File: src/design/soc_defines.svh
`ifndef SOC_DEFINES_SVH
`define SOC_DEFINES_SVH

// ********************
// bus and system sizes
// ********************
`define SOC_XLEN          32                 // address and data width
`define SOC_NUM_MASTERS   2                  // external master ports
`define SOC_NUM_CORE      4                  // cores served by soc_ctrl
`define SOC_TEMP_WIDTH    8                  // one temperature sensor value

// ********************
// address map
// ********************
`define SOC_CTRL_BASE     32'h1000_0000      // control block window
`define SOC_CTRL_SIZE     32'h0000_1000      // 4 KiB, everything else is ram

// control block register offsets
`define SOC_REG_CORE_CTRL 32'h0000_0000      // clk enables, resets
`define SOC_REG_TEMP      32'h0000_0004      // packed sensor bytes, read only
`define SOC_REG_BOOT_BASE 32'h0000_0010      // one word per core
`define SOC_REG_HART_BASE 32'h0000_0020      // one word per core

`define SOC_BOOT_DEFAULT  32'h8000_0000      // boot address after reset

`endif

File: src/design/soc_pkg.sv
`include "soc_defines.svh"

package soc_pkg;

  // ********************
  // bus encodings
  // ********************
  typedef enum logic {
    OP_READ  = 1'b0,
    OP_WRITE = 1'b1
  } bus_op_e;

  // request from a master, held until gnt
  typedef struct packed {
    logic                 valid;
    bus_op_e              op;
    logic [`SOC_XLEN-1:0] addr;
    logic [`SOC_XLEN-1:0] wdata;
  } bus_req_t;

  // gnt and rvalid are single cycle pulses
  typedef struct packed {
    logic                 gnt;
    logic                 rvalid;
    logic                 err;    // undefined register or illegal write
    logic [`SOC_XLEN-1:0] rdata;
  } bus_resp_t;

  // ********************
  // crossbar FSM
  // ********************
  typedef enum logic {
    XBAR_IDLE = 1'b0,  // no transaction open
    XBAR_WAIT = 1'b1   // request issued, waiting for the slave rvalid
  } xbar_state_e;

endpackage

File: src/design/bus_arbiter.sv
`timescale 1ns/10ps
`include "soc_defines.svh"

module bus_arbiter #(
  parameter int unsigned NUM_REQ = `SOC_NUM_MASTERS
) (
  input  logic               clk_i,
  input  logic               arst_n_i,
  input  logic [NUM_REQ-1:0] req_i,
  input  logic               advance_i,  // commit the current grant
  output logic [NUM_REQ-1:0] gnt_o,      // one-hot
  output logic               any_o
);

  localparam int unsigned IDX_W = (NUM_REQ > 1) ? $clog2(NUM_REQ) : 1;
  localparam logic [IDX_W-1:0] LAST_IDX = IDX_W'(NUM_REQ - 1);

  logic [IDX_W-1:0] ptr_q;    // highest priority index
  logic [IDX_W-1:0] win_idx;
  logic             found;

  // search starting at the pointer, wrapping around
  always_comb begin
    found   = 1'b0;
    win_idx = ptr_q;
    gnt_o   = '0;
    for (int k = 0; k < int'(NUM_REQ); k++) begin
      if (!found && req_i[(int'(ptr_q) + k) % int'(NUM_REQ)]) begin
        found   = 1'b1;
        win_idx = IDX_W'((int'(ptr_q) + k) % int'(NUM_REQ));
      end
    end
    if (found) begin
      gnt_o[win_idx] = 1'b1;
    end
  end

  assign any_o = found;

  always_ff @(posedge clk_i or negedge arst_n_i) begin
    if (!arst_n_i) begin
      ptr_q <= '0;                                          // master 0 first
    end else if (advance_i && found) begin
      ptr_q <= (win_idx == LAST_IDX) ? '0 : win_idx + 1'b1; // one past winner
    end
  end

endmodule

File: src/design/bus_xbar.sv
`timescale 1ns/10ps
`include "soc_defines.svh"

module bus_xbar (
  input  logic                                      clk_i,
  input  logic                                      arst_n_i,
  input  soc_pkg::bus_req_t  [`SOC_NUM_MASTERS-1:0] m_req_i,
  output soc_pkg::bus_resp_t [`SOC_NUM_MASTERS-1:0] m_resp_o,
  output soc_pkg::bus_req_t                         ctrl_req_o,
  input  soc_pkg::bus_resp_t                        ctrl_resp_i,
  output soc_pkg::bus_req_t                         ram_req_o,
  input  soc_pkg::bus_resp_t                        ram_resp_i
);
  import soc_pkg::*;

  localparam int unsigned NUM_M = `SOC_NUM_MASTERS;
  localparam int unsigned IDX_W = (NUM_M > 1) ? $clog2(NUM_M) : 1;

  xbar_state_e      state_q;
  xbar_state_e      state_d;
  logic             idle;
  logic [NUM_M-1:0] arb_req;
  logic [NUM_M-1:0] arb_gnt;
  logic             arb_any;
  logic [IDX_W-1:0] win_idx;
  bus_req_t         win_req;
  logic             win_to_ctrl;
  bus_req_t         req_q;      // captured request payload
  logic             issue_q;    // slave valid pulse
  logic [IDX_W-1:0] owner_q;    // master that owns the open transaction
  logic             to_ctrl_q;  // decoded slave of the open transaction
  bus_resp_t        slv_resp;

  // ********************
  // arbitration
  // ********************
  for (genvar m = 0; m < NUM_M; m++) begin : g_req
    assign arb_req[m] = m_req_i[m].valid;
  end

  assign idle = (state_q == XBAR_IDLE);

  bus_arbiter #(
    .NUM_REQ(NUM_M)
  ) u_arbiter (
    .clk_i    (clk_i),
    .arst_n_i (arst_n_i),
    .req_i    (arb_req),
    .advance_i(idle),     // pointer moves only when a grant is given
    .gnt_o    (arb_gnt),
    .any_o    (arb_any)
  );

  always_comb begin
    win_idx = '0;
    for (int m = 0; m < int'(NUM_M); m++) begin
      if (arb_gnt[m]) begin
        win_idx = IDX_W'(m);
      end
    end
    win_req     = m_req_i[win_idx];
    // control window, the ram port takes the rest
    win_to_ctrl = (win_req.addr >= `SOC_CTRL_BASE) &&
                  (win_req.addr < (`SOC_CTRL_BASE + `SOC_CTRL_SIZE));
  end

  // ********************
  // transaction FSM
  // ********************
  assign slv_resp = to_ctrl_q ? ctrl_resp_i : ram_resp_i;

  always_comb begin
    state_d = state_q;
    case (state_q)
      XBAR_IDLE: if (arb_any) state_d = XBAR_WAIT;
      XBAR_WAIT: if (slv_resp.rvalid) state_d = XBAR_IDLE;
      default:   state_d = XBAR_IDLE;
    endcase
  end

  always_ff @(posedge clk_i or negedge arst_n_i) begin
    if (!arst_n_i) begin
      state_q   <= XBAR_IDLE;
      issue_q   <= 1'b0;
      owner_q   <= '0;
      to_ctrl_q <= 1'b0;
    end else begin
      state_q <= state_d;
      issue_q <= idle && arb_any;   // one cycle after gnt
      if (idle && arb_any) begin
        owner_q   <= win_idx;
        to_ctrl_q <= win_to_ctrl;
      end
    end
  end

  always_ff @(posedge clk_i) begin
    if (idle && arb_any) begin
      req_q <= win_req;
    end
  end

  always_comb begin
    ctrl_req_o       = req_q;
    ctrl_req_o.valid = issue_q && to_ctrl_q;
    ram_req_o        = req_q;
    ram_req_o.valid  = issue_q && !to_ctrl_q;
  end

  // response goes back in the cycle it arrives
  for (genvar m = 0; m < NUM_M; m++) begin : g_resp
    assign m_resp_o[m].gnt    = idle && arb_gnt[m];
    assign m_resp_o[m].rvalid = !idle && (owner_q == IDX_W'(m)) && slv_resp.rvalid;
    assign m_resp_o[m].err    = slv_resp.err;
    assign m_resp_o[m].rdata  = slv_resp.rdata;
  end

endmodule

File: src/design/soc.sv
`timescale 1ns/10ps
`include "soc_defines.svh"

//   master 0   master 1
//      |          |
//   +-----------------+
//   |    bus_xbar     |
//   +-----------------+
//      |          |
//   soc_ctrl    ram port

module soc (
  input  logic                                          xtal_i,
  input  logic                                          arst_n_i,
  input  soc_pkg::bus_req_t  [`SOC_NUM_MASTERS-1:0]     m_req_i,
  output soc_pkg::bus_resp_t [`SOC_NUM_MASTERS-1:0]     m_resp_o,
  output soc_pkg::bus_req_t                             ram_req_o,
  input  soc_pkg::bus_resp_t                            ram_resp_i,
  output logic                                          ram_arst_no,
  input  logic [`SOC_NUM_CORE-1:0][`SOC_TEMP_WIDTH-1:0] core_temp_vec_i,
  output logic [`SOC_NUM_CORE-1:0][`SOC_XLEN-1:0]       boot_addr_vec_o,
  output logic [`SOC_NUM_CORE-1:0][`SOC_XLEN-1:0]       hart_id_vec_o,
  output logic [`SOC_NUM_CORE-1:0]                      core_clk_en_o,
  output logic [`SOC_NUM_CORE-1:0]                      core_arst_no
);
  import soc_pkg::*;

  bus_req_t  ctrl_req;   // xbar to control block
  bus_resp_t ctrl_resp;

  bus_xbar u_xbar (
    .clk_i      (xtal_i),
    .arst_n_i   (arst_n_i),
    .m_req_i    (m_req_i),
    .m_resp_o   (m_resp_o),
    .ctrl_req_o (ctrl_req),
    .ctrl_resp_i(ctrl_resp),
    .ram_req_o  (ram_req_o),     // default slave
    .ram_resp_i (ram_resp_i)
  );

  soc_ctrl u_soc_ctrl (
    .clk_i          (xtal_i),
    .arst_n_i       (arst_n_i),
    .req_i          (ctrl_req),
    .resp_o         (ctrl_resp),
    .core_temp_vec_i(core_temp_vec_i),
    .boot_addr_vec_o(boot_addr_vec_o),
    .hart_id_vec_o  (hart_id_vec_o),
    .core_clk_en_o  (core_clk_en_o),
    .core_arst_no   (core_arst_no),
    .ram_arst_no    (ram_arst_no)
  );

endmodule

File: src/design/soc_ctrl.sv
`timescale 1ns/10ps
`include "soc_defines.svh"

module soc_ctrl (
  input  logic                                          clk_i,
  input  logic                                          arst_n_i,
  input  soc_pkg::bus_req_t                             req_i,
  output soc_pkg::bus_resp_t                            resp_o,
  input  logic [`SOC_NUM_CORE-1:0][`SOC_TEMP_WIDTH-1:0] core_temp_vec_i,
  output logic [`SOC_NUM_CORE-1:0][`SOC_XLEN-1:0]       boot_addr_vec_o,
  output logic [`SOC_NUM_CORE-1:0][`SOC_XLEN-1:0]       hart_id_vec_o,
  output logic [`SOC_NUM_CORE-1:0]                      core_clk_en_o,
  output logic [`SOC_NUM_CORE-1:0]                      core_arst_no,
  output logic                                          ram_arst_no
);
  import soc_pkg::*;

  localparam int unsigned NC     = `SOC_NUM_CORE;
  localparam int unsigned XLEN   = `SOC_XLEN;
  localparam int unsigned OFF_W  = $clog2(`SOC_CTRL_SIZE);
  localparam int unsigned CIDX_W = (NC > 1) ? $clog2(NC) : 1;
  localparam int unsigned CTRL_W = 2 * NC + 1;  // clk en, core rst, ram rst

  localparam logic [OFF_W-1:0] OFF_CTRL = OFF_W'(`SOC_REG_CORE_CTRL);
  localparam logic [OFF_W-1:0] OFF_TEMP = OFF_W'(`SOC_REG_TEMP);
  localparam logic [OFF_W-1:0] OFF_BOOT = OFF_W'(`SOC_REG_BOOT_BASE);
  localparam logic [OFF_W-1:0] OFF_HART = OFF_W'(`SOC_REG_HART_BASE);
  localparam logic [OFF_W-1:0] OFF_SPAN = OFF_W'(4 * NC);  // one word per core

  logic [OFF_W-1:0]          off;
  logic [OFF_W-1:0]          boot_rel;
  logic [OFF_W-1:0]          hart_rel;
  logic [CIDX_W-1:0]         boot_sel;
  logic [CIDX_W-1:0]         hart_sel;
  logic                      hit_ctrl;
  logic                      hit_temp;
  logic                      hit_boot;
  logic                      hit_hart;
  logic                      acc_err;
  logic                      wr_en;
  logic [XLEN-1:0]           rdata;
  logic [CTRL_W-1:0]         core_ctrl_q;
  logic [NC-1:0][XLEN-1:0]   boot_q;
  logic [NC-1:0][XLEN-1:0]   hart_q;
  logic                      rvalid_q;
  logic                      err_q;
  logic [XLEN-1:0]           rdata_q;

  // ********************
  // offset decode
  // ********************
  always_comb begin
    off      = OFF_W'(req_i.addr - `SOC_CTRL_BASE);
    boot_rel = off - OFF_BOOT;
    hart_rel = off - OFF_HART;
    boot_sel = boot_rel[CIDX_W+1:2];
    hart_sel = hart_rel[CIDX_W+1:2];
    hit_ctrl = (off == OFF_CTRL);
    hit_temp = (off == OFF_TEMP);
    hit_boot = (off[1:0] == 2'b00) && (off >= OFF_BOOT) && (off < OFF_BOOT + OFF_SPAN);
    hit_hart = (off[1:0] == 2'b00) && (off >= OFF_HART) && (off < OFF_HART + OFF_SPAN);
    // temp is read only
    acc_err  = !(hit_ctrl || hit_temp || hit_boot || hit_hart) ||
               (hit_temp && (req_i.op == OP_WRITE));
    wr_en    = req_i.valid && (req_i.op == OP_WRITE) && !acc_err;

    rdata = '0;
    if (hit_ctrl) begin
      rdata = XLEN'(core_ctrl_q);
    end else if (hit_temp) begin
      rdata = XLEN'(core_temp_vec_i);  // core 0 in the low byte
    end else if (hit_boot) begin
      rdata = boot_q[boot_sel];
    end else if (hit_hart) begin
      rdata = hart_q[hart_sel];
    end
  end

  // ********************
  // registers
  // ********************
  always_ff @(posedge clk_i or negedge arst_n_i) begin
    if (!arst_n_i) begin
      core_ctrl_q <= '0;                        // cores and ram held in reset
      for (int c = 0; c < int'(NC); c++) begin
        boot_q[c] <= `SOC_BOOT_DEFAULT;
        hart_q[c] <= XLEN'(c);                  // hart id is the core index
      end
    end else if (wr_en) begin
      if (hit_ctrl) core_ctrl_q <= req_i.wdata[CTRL_W-1:0];
      if (hit_boot) boot_q[boot_sel] <= req_i.wdata;
      if (hit_hart) hart_q[hart_sel] <= req_i.wdata;
    end
  end

  // answer one cycle after the request pulse
  always_ff @(posedge clk_i or negedge arst_n_i) begin
    if (!arst_n_i) begin
      rvalid_q <= 1'b0;
    end else begin
      rvalid_q <= req_i.valid;
    end
  end

  always_ff @(posedge clk_i) begin
    if (req_i.valid) begin
      err_q   <= acc_err;
      rdata_q <= (acc_err || (req_i.op == OP_WRITE)) ? '0 : rdata;  // writes return 0
    end
  end

  assign resp_o.gnt    = req_i.valid;  // always ready
  assign resp_o.rvalid = rvalid_q;
  assign resp_o.err    = err_q;
  assign resp_o.rdata  = rdata_q;

  assign core_clk_en_o   = core_ctrl_q[NC-1:0];
  assign core_arst_no    = core_ctrl_q[2*NC-1:NC];
  assign ram_arst_no     = core_ctrl_q[2*NC];
  assign boot_addr_vec_o = boot_q;
  assign hart_id_vec_o   = hart_q;

endmodule

File: config.mk
export PLATFORM = sky130hd
export DESIGN_NAME = soc
export DESIGN_NICKNAME = d
export VERILOG_FILES = /design/src/design/soc_pkg.sv /design/src/design/bus_arbiter.sv /design/src/design/bus_xbar.sv /design/src/design/soc.sv /design/src/design/soc_ctrl.sv
export VERILOG_INCLUDE_DIRS = /design/src /design/src/design
export SDC_FILE = /design/constraint.sdc
export NUM_CORES = 1
export LEC_CHECK = 0
export BUFFER_PORTS_ARGS = -buffer_cell sky130_fd_sc_hd__buf_2
export CORE_AREA = 3 3 234 236
export DETAILED_ROUTE_END_ITERATION = 8
export DIE_AREA = 0 0 237 239
export PLACE_DENSITY = 0.57
export SLEW_MARGIN = 20
export SYNTH_ARGS = -nofsm -noshare
export SYNTH_HDL_FRONTEND = slang
export SYNTH_HIERARCHICAL = 1
export SYNTH_SLANG_ARGS = --single-unit
File: constraint.sdc
create_clock -name xtal_i -period 4.9 [get_ports xtal_i]
set_input_delay 0.49 -clock xtal_i [delete_from_list [all_inputs] [get_ports xtal_i]]
set_output_delay 0.49 -clock xtal_i [all_outputs]
set_load 0.02 [all_outputs]
==> Word level (Yosys, flattened, before mapping) <==
Index checks and enable logic that the tools add are counted.
{ "op_classes": {"n_div": 0, "bitwise": 3, "mul": 0, "n_reduce_logical": 36, "magnitude_cmp": 15, "shifts": 0, "n_addsub": 5, "n_eq_ne": 1, "n_mux": 33} }
{ "ops": {"columns": ["cell", "n"], "rows": [
  ["128-bit bitwise mux", 2],
  ["32-bit 2-to-1 mux", 7],
  ["65-bit 2-to-1 mux", 2],
  ["32-bit binary-select mux with 2-bit select", 2],
  ["32-bit demux with 2-bit select", 2],
  ["34-bit 2-to-1 mux", 1],
  ["32-bit by 29-bit greater-or-equal comparator with 1-bit output, second input constant", 1],
  ["32-bit by 29-bit less-than comparator with 1-bit output, second input constant", 1],
  ["12-bit by 6-bit less-than comparator with 1-bit output, second input constant", 2],
  ["1-bit logical AND", 21],
  ["1-bit 2-to-1 mux", 13],
  ["12-bit by 3-bit == test with 1-bit output, second input constant", 1],
  ["12-bit by 5-bit greater-or-equal comparator with 1-bit output, second input constant", 1],
  ["12-bit by 6-bit greater-or-equal comparator with 1-bit output, second input constant", 1],
  ["12-bit zero test", 1],
  ["12-bit by 1-bit subtractor with 12-bit output, second input constant", 1],
  ["2-bit by 3-bit less-than comparator with 1-bit output, second input constant", 3],
  ["9-bit 2-to-1 mux", 1],
  ["4-bit by 1-bit subtractor with 4-bit output, second input constant", 2],
  ["1-bit by 2-bit less-than comparator with 1-bit output, second input constant", 3],
  ["2-bit AND reduction", 3],
  ["1-bit logical OR", 5],
  ["2-bit by 1-bit greater-or-equal comparator with 1-bit output, second input constant", 2],
  ["1-bit zero test", 4],
  ["9 further kinds", 11]
]} }
{ "totals": {"ff_bits": 369, "out_inout_bits": 401, "mem_bits_rw": 0, "latch_bits": 0, "word_cells": 114, "mem_bits_ro": 0, "mem_count": 0} }

==> Logic depth before layout (Yosys ltp) <==
{ "depth": {"ltp_word": 17, "mapped_depth": 8} }

==> Hierarchy <==
The synthesis kept the hierarchy.
{ "modules_own_cells": {"columns": ["module", "cells_each", "area_per_inst_um2", "instances", "seq_area_each_um2"], "rows": [
  ["soc_ctrl", 838, 13479.2, 1, 7657.3],
  ["bus_xbar", 306, 4155.2, 1, 2052.0],
  ["bus_arbiter", 7, 61.3, 1, 25.0]
]} }

==> Least setup slack after synthesis <==
OpenSTA, ideal clock, no wires.
{ "synth_timing": {"path_type": "flip-flop to flip-flop", "start": "register u_xbar.to_ctrl_q", "end": "register u_soc_ctrl.core_ctrl_q[0]", "synth_period_minus_slack_ps": 3050, "slack_ps": 1850, "stages_incl_launch_ff": 9, "n_path_buf": 3, "required_ps": 4775, "t_arrival_ps": 2925, "cell_sequence": "dfrtp_1 > buf_2 > buf_2 > and2_1 > nand2_1 > nor3_1 > and3_1 > buf_2 > mux2_2"} }
{ "synth_rtl": {"columns": ["element", "line_no", "rtl"], "rows": [
  ["from (decl)", "bus_xbar.sv:31", "logic to_ctrl_q;"],
  ["from (signal assigned)", "bus_xbar.sv:92", "to_ctrl_q <= win_to_ctrl;"],
  ["to (signal assigned)", "soc_ctrl.sv:90", "if (hit_ctrl) core_ctrl_q <= req_i.wdata[CTRL_W-1:0];"],
  ["to (decl)", "soc_ctrl.sv:42", "logic [CTRL_W-1:0] core_ctrl_q;"]
]} }

==> Worst setup path after layout <==
{ "layout_timing": {"start": "register u_xbar.req_q, in the netlist u_xbar/ctrl_req_o[41]", "end": "register u_soc_ctrl.boot_q, in the netlist u_soc_ctrl/boot_addr_vec_o[52]"} }
{ "layout_between": {"elab_chain_cells": 11, "word_cells_on_any_way": 20, "cone_classes": "add/sub: 1; order compare: 4; eq/ne: 1; reduce/logical: 14"} }
{ "layout_rtl": {"columns": ["element", "line_no", "rtl"], "rows": [
  ["from (decl)", "bus_xbar.sv:28", "bus_req_t req_q;"],
  ["from (signal assigned)", "bus_xbar.sv:99", "req_q <= win_req;"],
  ["12-bit by 1-bit subtractor with 12-bit output (no source line) *", null, null],
  ["12-bit by 5-bit greater-or-equal comparator with 1-bit output", "soc_ctrl.sv:60", "hit_boot = (off[1:0] == 2'b00) && (off >= OFF_BOOT) && (off < OFF_BOOT + OFF_SPAN);"],
  ["1-bit logical AND (2 in series)", "soc_ctrl.sv:60", null],
  ["1-bit logical OR (2 in series)", "soc_ctrl.sv:63", "acc_err = !(hit_ctrl || hit_temp || hit_boot || hit_hart) ||"],
  ["1-bit zero test", "soc_ctrl.sv:63", null],
  ["1-bit logical OR", "soc_ctrl.sv:63", null],
  ["1-bit zero test", "soc_ctrl.sv:65", "wr_en = req_i.valid && (req_i.op == OP_WRITE) && !acc_err;"],
  ["1-bit logical AND", "soc_ctrl.sv:65", null],
  ["2-bit AND reduction (no source line) *", null, null],
  ["to (signal, indexed assignment)", "soc_ctrl.sv:86", "boot_q[c] <= `SOC_BOOT_DEFAULT;"],
  ["to (signal, indexed assignment)", "soc_ctrl.sv:91", "if (hit_boot) boot_q[boot_sel] <= req_i.wdata;"],
  ["to (decl)", "soc_ctrl.sv:43", "logic [NC-1:0][XLEN-1:0] boot_q;"]
]} }
Every way passes the cells marked *; elsewhere a longest branch is shown, timed or not.
A chain may end at the register's enable or synchronous reset.

==> impl_table.tex <==
\begin{tabular}{lr}
\hline
Metric & Value \\
\hline
\multicolumn{2}{l}{\textbf{GRT}} \\
First-pass GRT wire length & 88.0 mm \\
Total congestion overflow after global routing & 0 \\
Initial antenna violation count & 1 \\
Global-route usage over all layers & 0.210 \\
Via count of the first global-routing pass & 12700 \\
Pin count of the biggest net entering global routing & 130 \\
\multicolumn{2}{l}{\textbf{Timing}} \\
Max-slew violations & 0 \\
Final critical path time including I/O delays and setup & 3.16 ns \\
Period utilization & 0.646 \\
Slew headroom & 0.343 \\
Achievable clock frequency & 0.316 GHz \\
Worst-margin pin slew & 0.984 ns \\
Setup violation total in the final timing report & 0 \\
Final worst clock skew & 0.0186 ns \\
Number of endpoints with negative hold slack in the final report & 0 \\
Unrepaired setup endpoints after global routing & false \\
Setup total negative slack & 0 ns \\
\multicolumn{2}{l}{\textbf{Worst setup path}} \\
Cell count of the worst reg-to-reg path & 5 \\
Top fanout value on the critical path & 32 \\
Sort of element at the start of the critical path & flop \\
Crit path capture type & flop \\
WP data required & 5.31 ns \\
Worst setup path class & flop to flop \\
Arr. time, crit path & 3.58 ns \\
\multicolumn{2}{l}{\textbf{Route}} \\
Post-route DRC & 0 \\
Total Wirelength & 62.1 mm \\
Detailed Route Iter0 Violations & 679 \\
Avg Vias per Cell & 5.13 \\
TritonRoute pass-1 iters & 4 \\
Average detailed-routed wire length per instance & 26.1 microns \\
Total via count after detailed routing & 12200 \\
Final antenna-violating net count & 0 \\
\multicolumn{2}{l}{\textbf{Yosys}} \\
Average cell area after synthesis & 15.4 sq um \\
Number of standard cells after synthesis & 1150 \\
Syn nets & 1351 \\
Cell area after synthesis & 17700 sq um \\
Number of warnings reported in the yosys synthesis log & 6 \\
\multicolumn{2}{l}{\textbf{Floorplan}} \\
Site row count & 84 \\
Area of the core region & 52700 sq um \\
Die Span X & 237 microns \\
Starting density of the core & 0.336 \\
Die footprint & 56600 sq um \\
Vertical die dimension & 239 microns \\
I/O pin count & 602 \\
\multicolumn{2}{l}{\textbf{Clocking}} \\
Maximum clock path buffer count & 3 \\
Clock tree from TritonCTS & built \\
Number of instances resized during post-cts repair & 0 \\
Clock Sink Count & 369 \\
Worst skew pair latency & 0.55 ns \\
Clk root buf & sky130\_fd\_sc\_hd\_\_clkbuf\_16 \\
\# Post-CTS Setup Buffers & 0 \\
Count of hold buffers inserted by post-cts repair & 1 \\
Number of levels the H-tree was split into & 2 \\
Clock slew seen by the registers of the worst setup and hold paths & 0.06 ns \\
Number of clock buffers inserted by TritonCTS & 44 \\
\multicolumn{2}{l}{\textbf{Finish}} \\
Post-route cell area & 22200 sq um \\
Fraction of final layout cells with drive strength greater than 1 & 0.665 \\
Number of antenna diodes & 0 \\
Synth-to-Final Area Change & 25.5\% \\
Total Nets Final & 1860 \\
Filler instances & 4955 \\
Most frequent cells in the layout & sky130\_fd\_sc\_hd\_\_buf\_2, sky130\_fd\_sc\_hd\_\_mux2\_2, sky130\_fd\_sc\_hd\_\_dfrtp\_1 \\
Most common library cell in the layout ignoring fill and taps & sky130\_fd\_sc\_hd\_\_buf\_2 \\
\multicolumn{2}{l}{\textbf{Pwr}} \\
Worst vdd rail ir drop & 245 uV \\
Leakage power of the design & 0.0112 uW \\
Power density relative to cell area & 347 nW/um\^{}2 \\
\multicolumn{2}{l}{\textbf{Place}} \\
Final RePlAce weighted congestion & 0.845 \\
Total placed instance area & 20700 sq um \\
PortBufs & 600 \\
Final HPWL DP & 43.0 mm \\
\multicolumn{2}{l}{\textbf{Outcome}} \\
Result of the run & finished clean \\
\multicolumn{2}{l}{\textbf{Worst hold path}} \\
Hold crit path type & input pin to flop \\
Worst Hold Path Cells & 2 \\
\multicolumn{2}{l}{\textbf{Run}} \\
Number of max-cap violations & 0 \\
\hline
\end{tabular}
## layout make-up
cell class                 count  area (sq um)  area share
timing repair buffer         627          3260       0.147
inverter                       4          16.3    0.000733
clock inverter                13          98.8     0.00445
sequential                   369          9740       0.439
clock buffer                  67          1370      0.0618
multi-input combinational    613          6850       0.309
tap                          688           861      0.0388
## flip-flops by register name (all words and copies together) (netlist names)
register	cells
u_soc_ctrl/rvalid_q	1
u_soc_ctrl/err_q	1
u_xbar/state_q	1
u_soc_ctrl/boot_addr_vec_o	128
u_soc_ctrl/hart_id_vec_o	128
u_soc_ctrl/rdata_q	32
u_xbar/u_arbiter/ptr_q	1
u_xbar/to_ctrl_q	1
u_xbar/ctrl_req_o	65
u_xbar/owner_q	1
u_xbar/issue_q	1
u_soc_ctrl/core_ctrl_q	9
## metal layers
| layer | share of wire | track usage |
|---|---|---|
| met1 | 0.40 | 0.259 |
| met2 | 0.51 | 0.368 |
| met3 | 0.070 | 0.0465 |
| met4 | 0.025 | 0.0649 |
| met5 | 0 | 0 |
## worst paths after layout
path / from / to / slack (ns)
worst max-delay path: u_xbar/ctrl_req_o[41]$_DFFE_PP_ / u_soc_ctrl/boot_addr_vec_o[52]$_DFFE_PN0P_ / 1.74
worst min-delay path: m_req_i[131] / u_xbar/u_arbiter/ptr_q$_DFFE_PN0P_ / 0.18
worst max register to register: u_xbar/ctrl_req_o[41]$_DFFE_PP_ / u_soc_ctrl/boot_addr_vec_o[52]$_DFFE_PN0P_ / 1.74
worst min register to register: u_soc_ctrl/boot_addr_vec_o[126]$_DFFE_PN0P_ / u_soc_ctrl/boot_addr_vec_o[126]$_DFFE_PN0P_ / 0.52
max in group asynchronous: arst_n_i / u_soc_ctrl/hart_id_vec_o[63]$_DFFE_PN0P_ / 2.94
min in group asynchronous: arst_n_i / u_soc_ctrl/hart_id_vec_o[102]$_DFFE_PN0P_ / 0.53
## power by group
| group | total (uW) | internal, uW | switching (uW) |
|---|---|---|---|
| combinational | 953 | 355 | 598 |
| sequential | 3480 | 3310 | 166 |
| clock | 3280 | 1980 | 1300 |
| total | 7710 | 5650 | 2060 |
## critical path: stages (launching register included)
cell                       delay [ns]
sky130_fd_sc_hd__edfxtp_1        0.41
sky130_fd_sc_hd__nor4_1          0.49
sky130_fd_sc_hd__and3_2          0.27
sky130_fd_sc_hd__buf_4           0.39
sky130_fd_sc_hd__nand4_4         0.80
sky130_fd_sc_hd__mux2_1          0.63
## per-stage QoR
stage	total power (uW)	std cells	utilization	hold slack, ns	setup WS, ns
3_5_place_dp	4500	2299	0.393	0.501	1.66
4_1_cts	7820	2380	0.421	0.123	1.63
6_report	7710	2381	0.422	0.180	1.74
2_1_floorplan	4150	1150	-	0.194	1.87
5_1_grt	8010	2381	0.422	0.166	1.58
3_3_place_gp	4480	2299	0.393	0.495	1.68
Power figures use the tool's default switching activity.
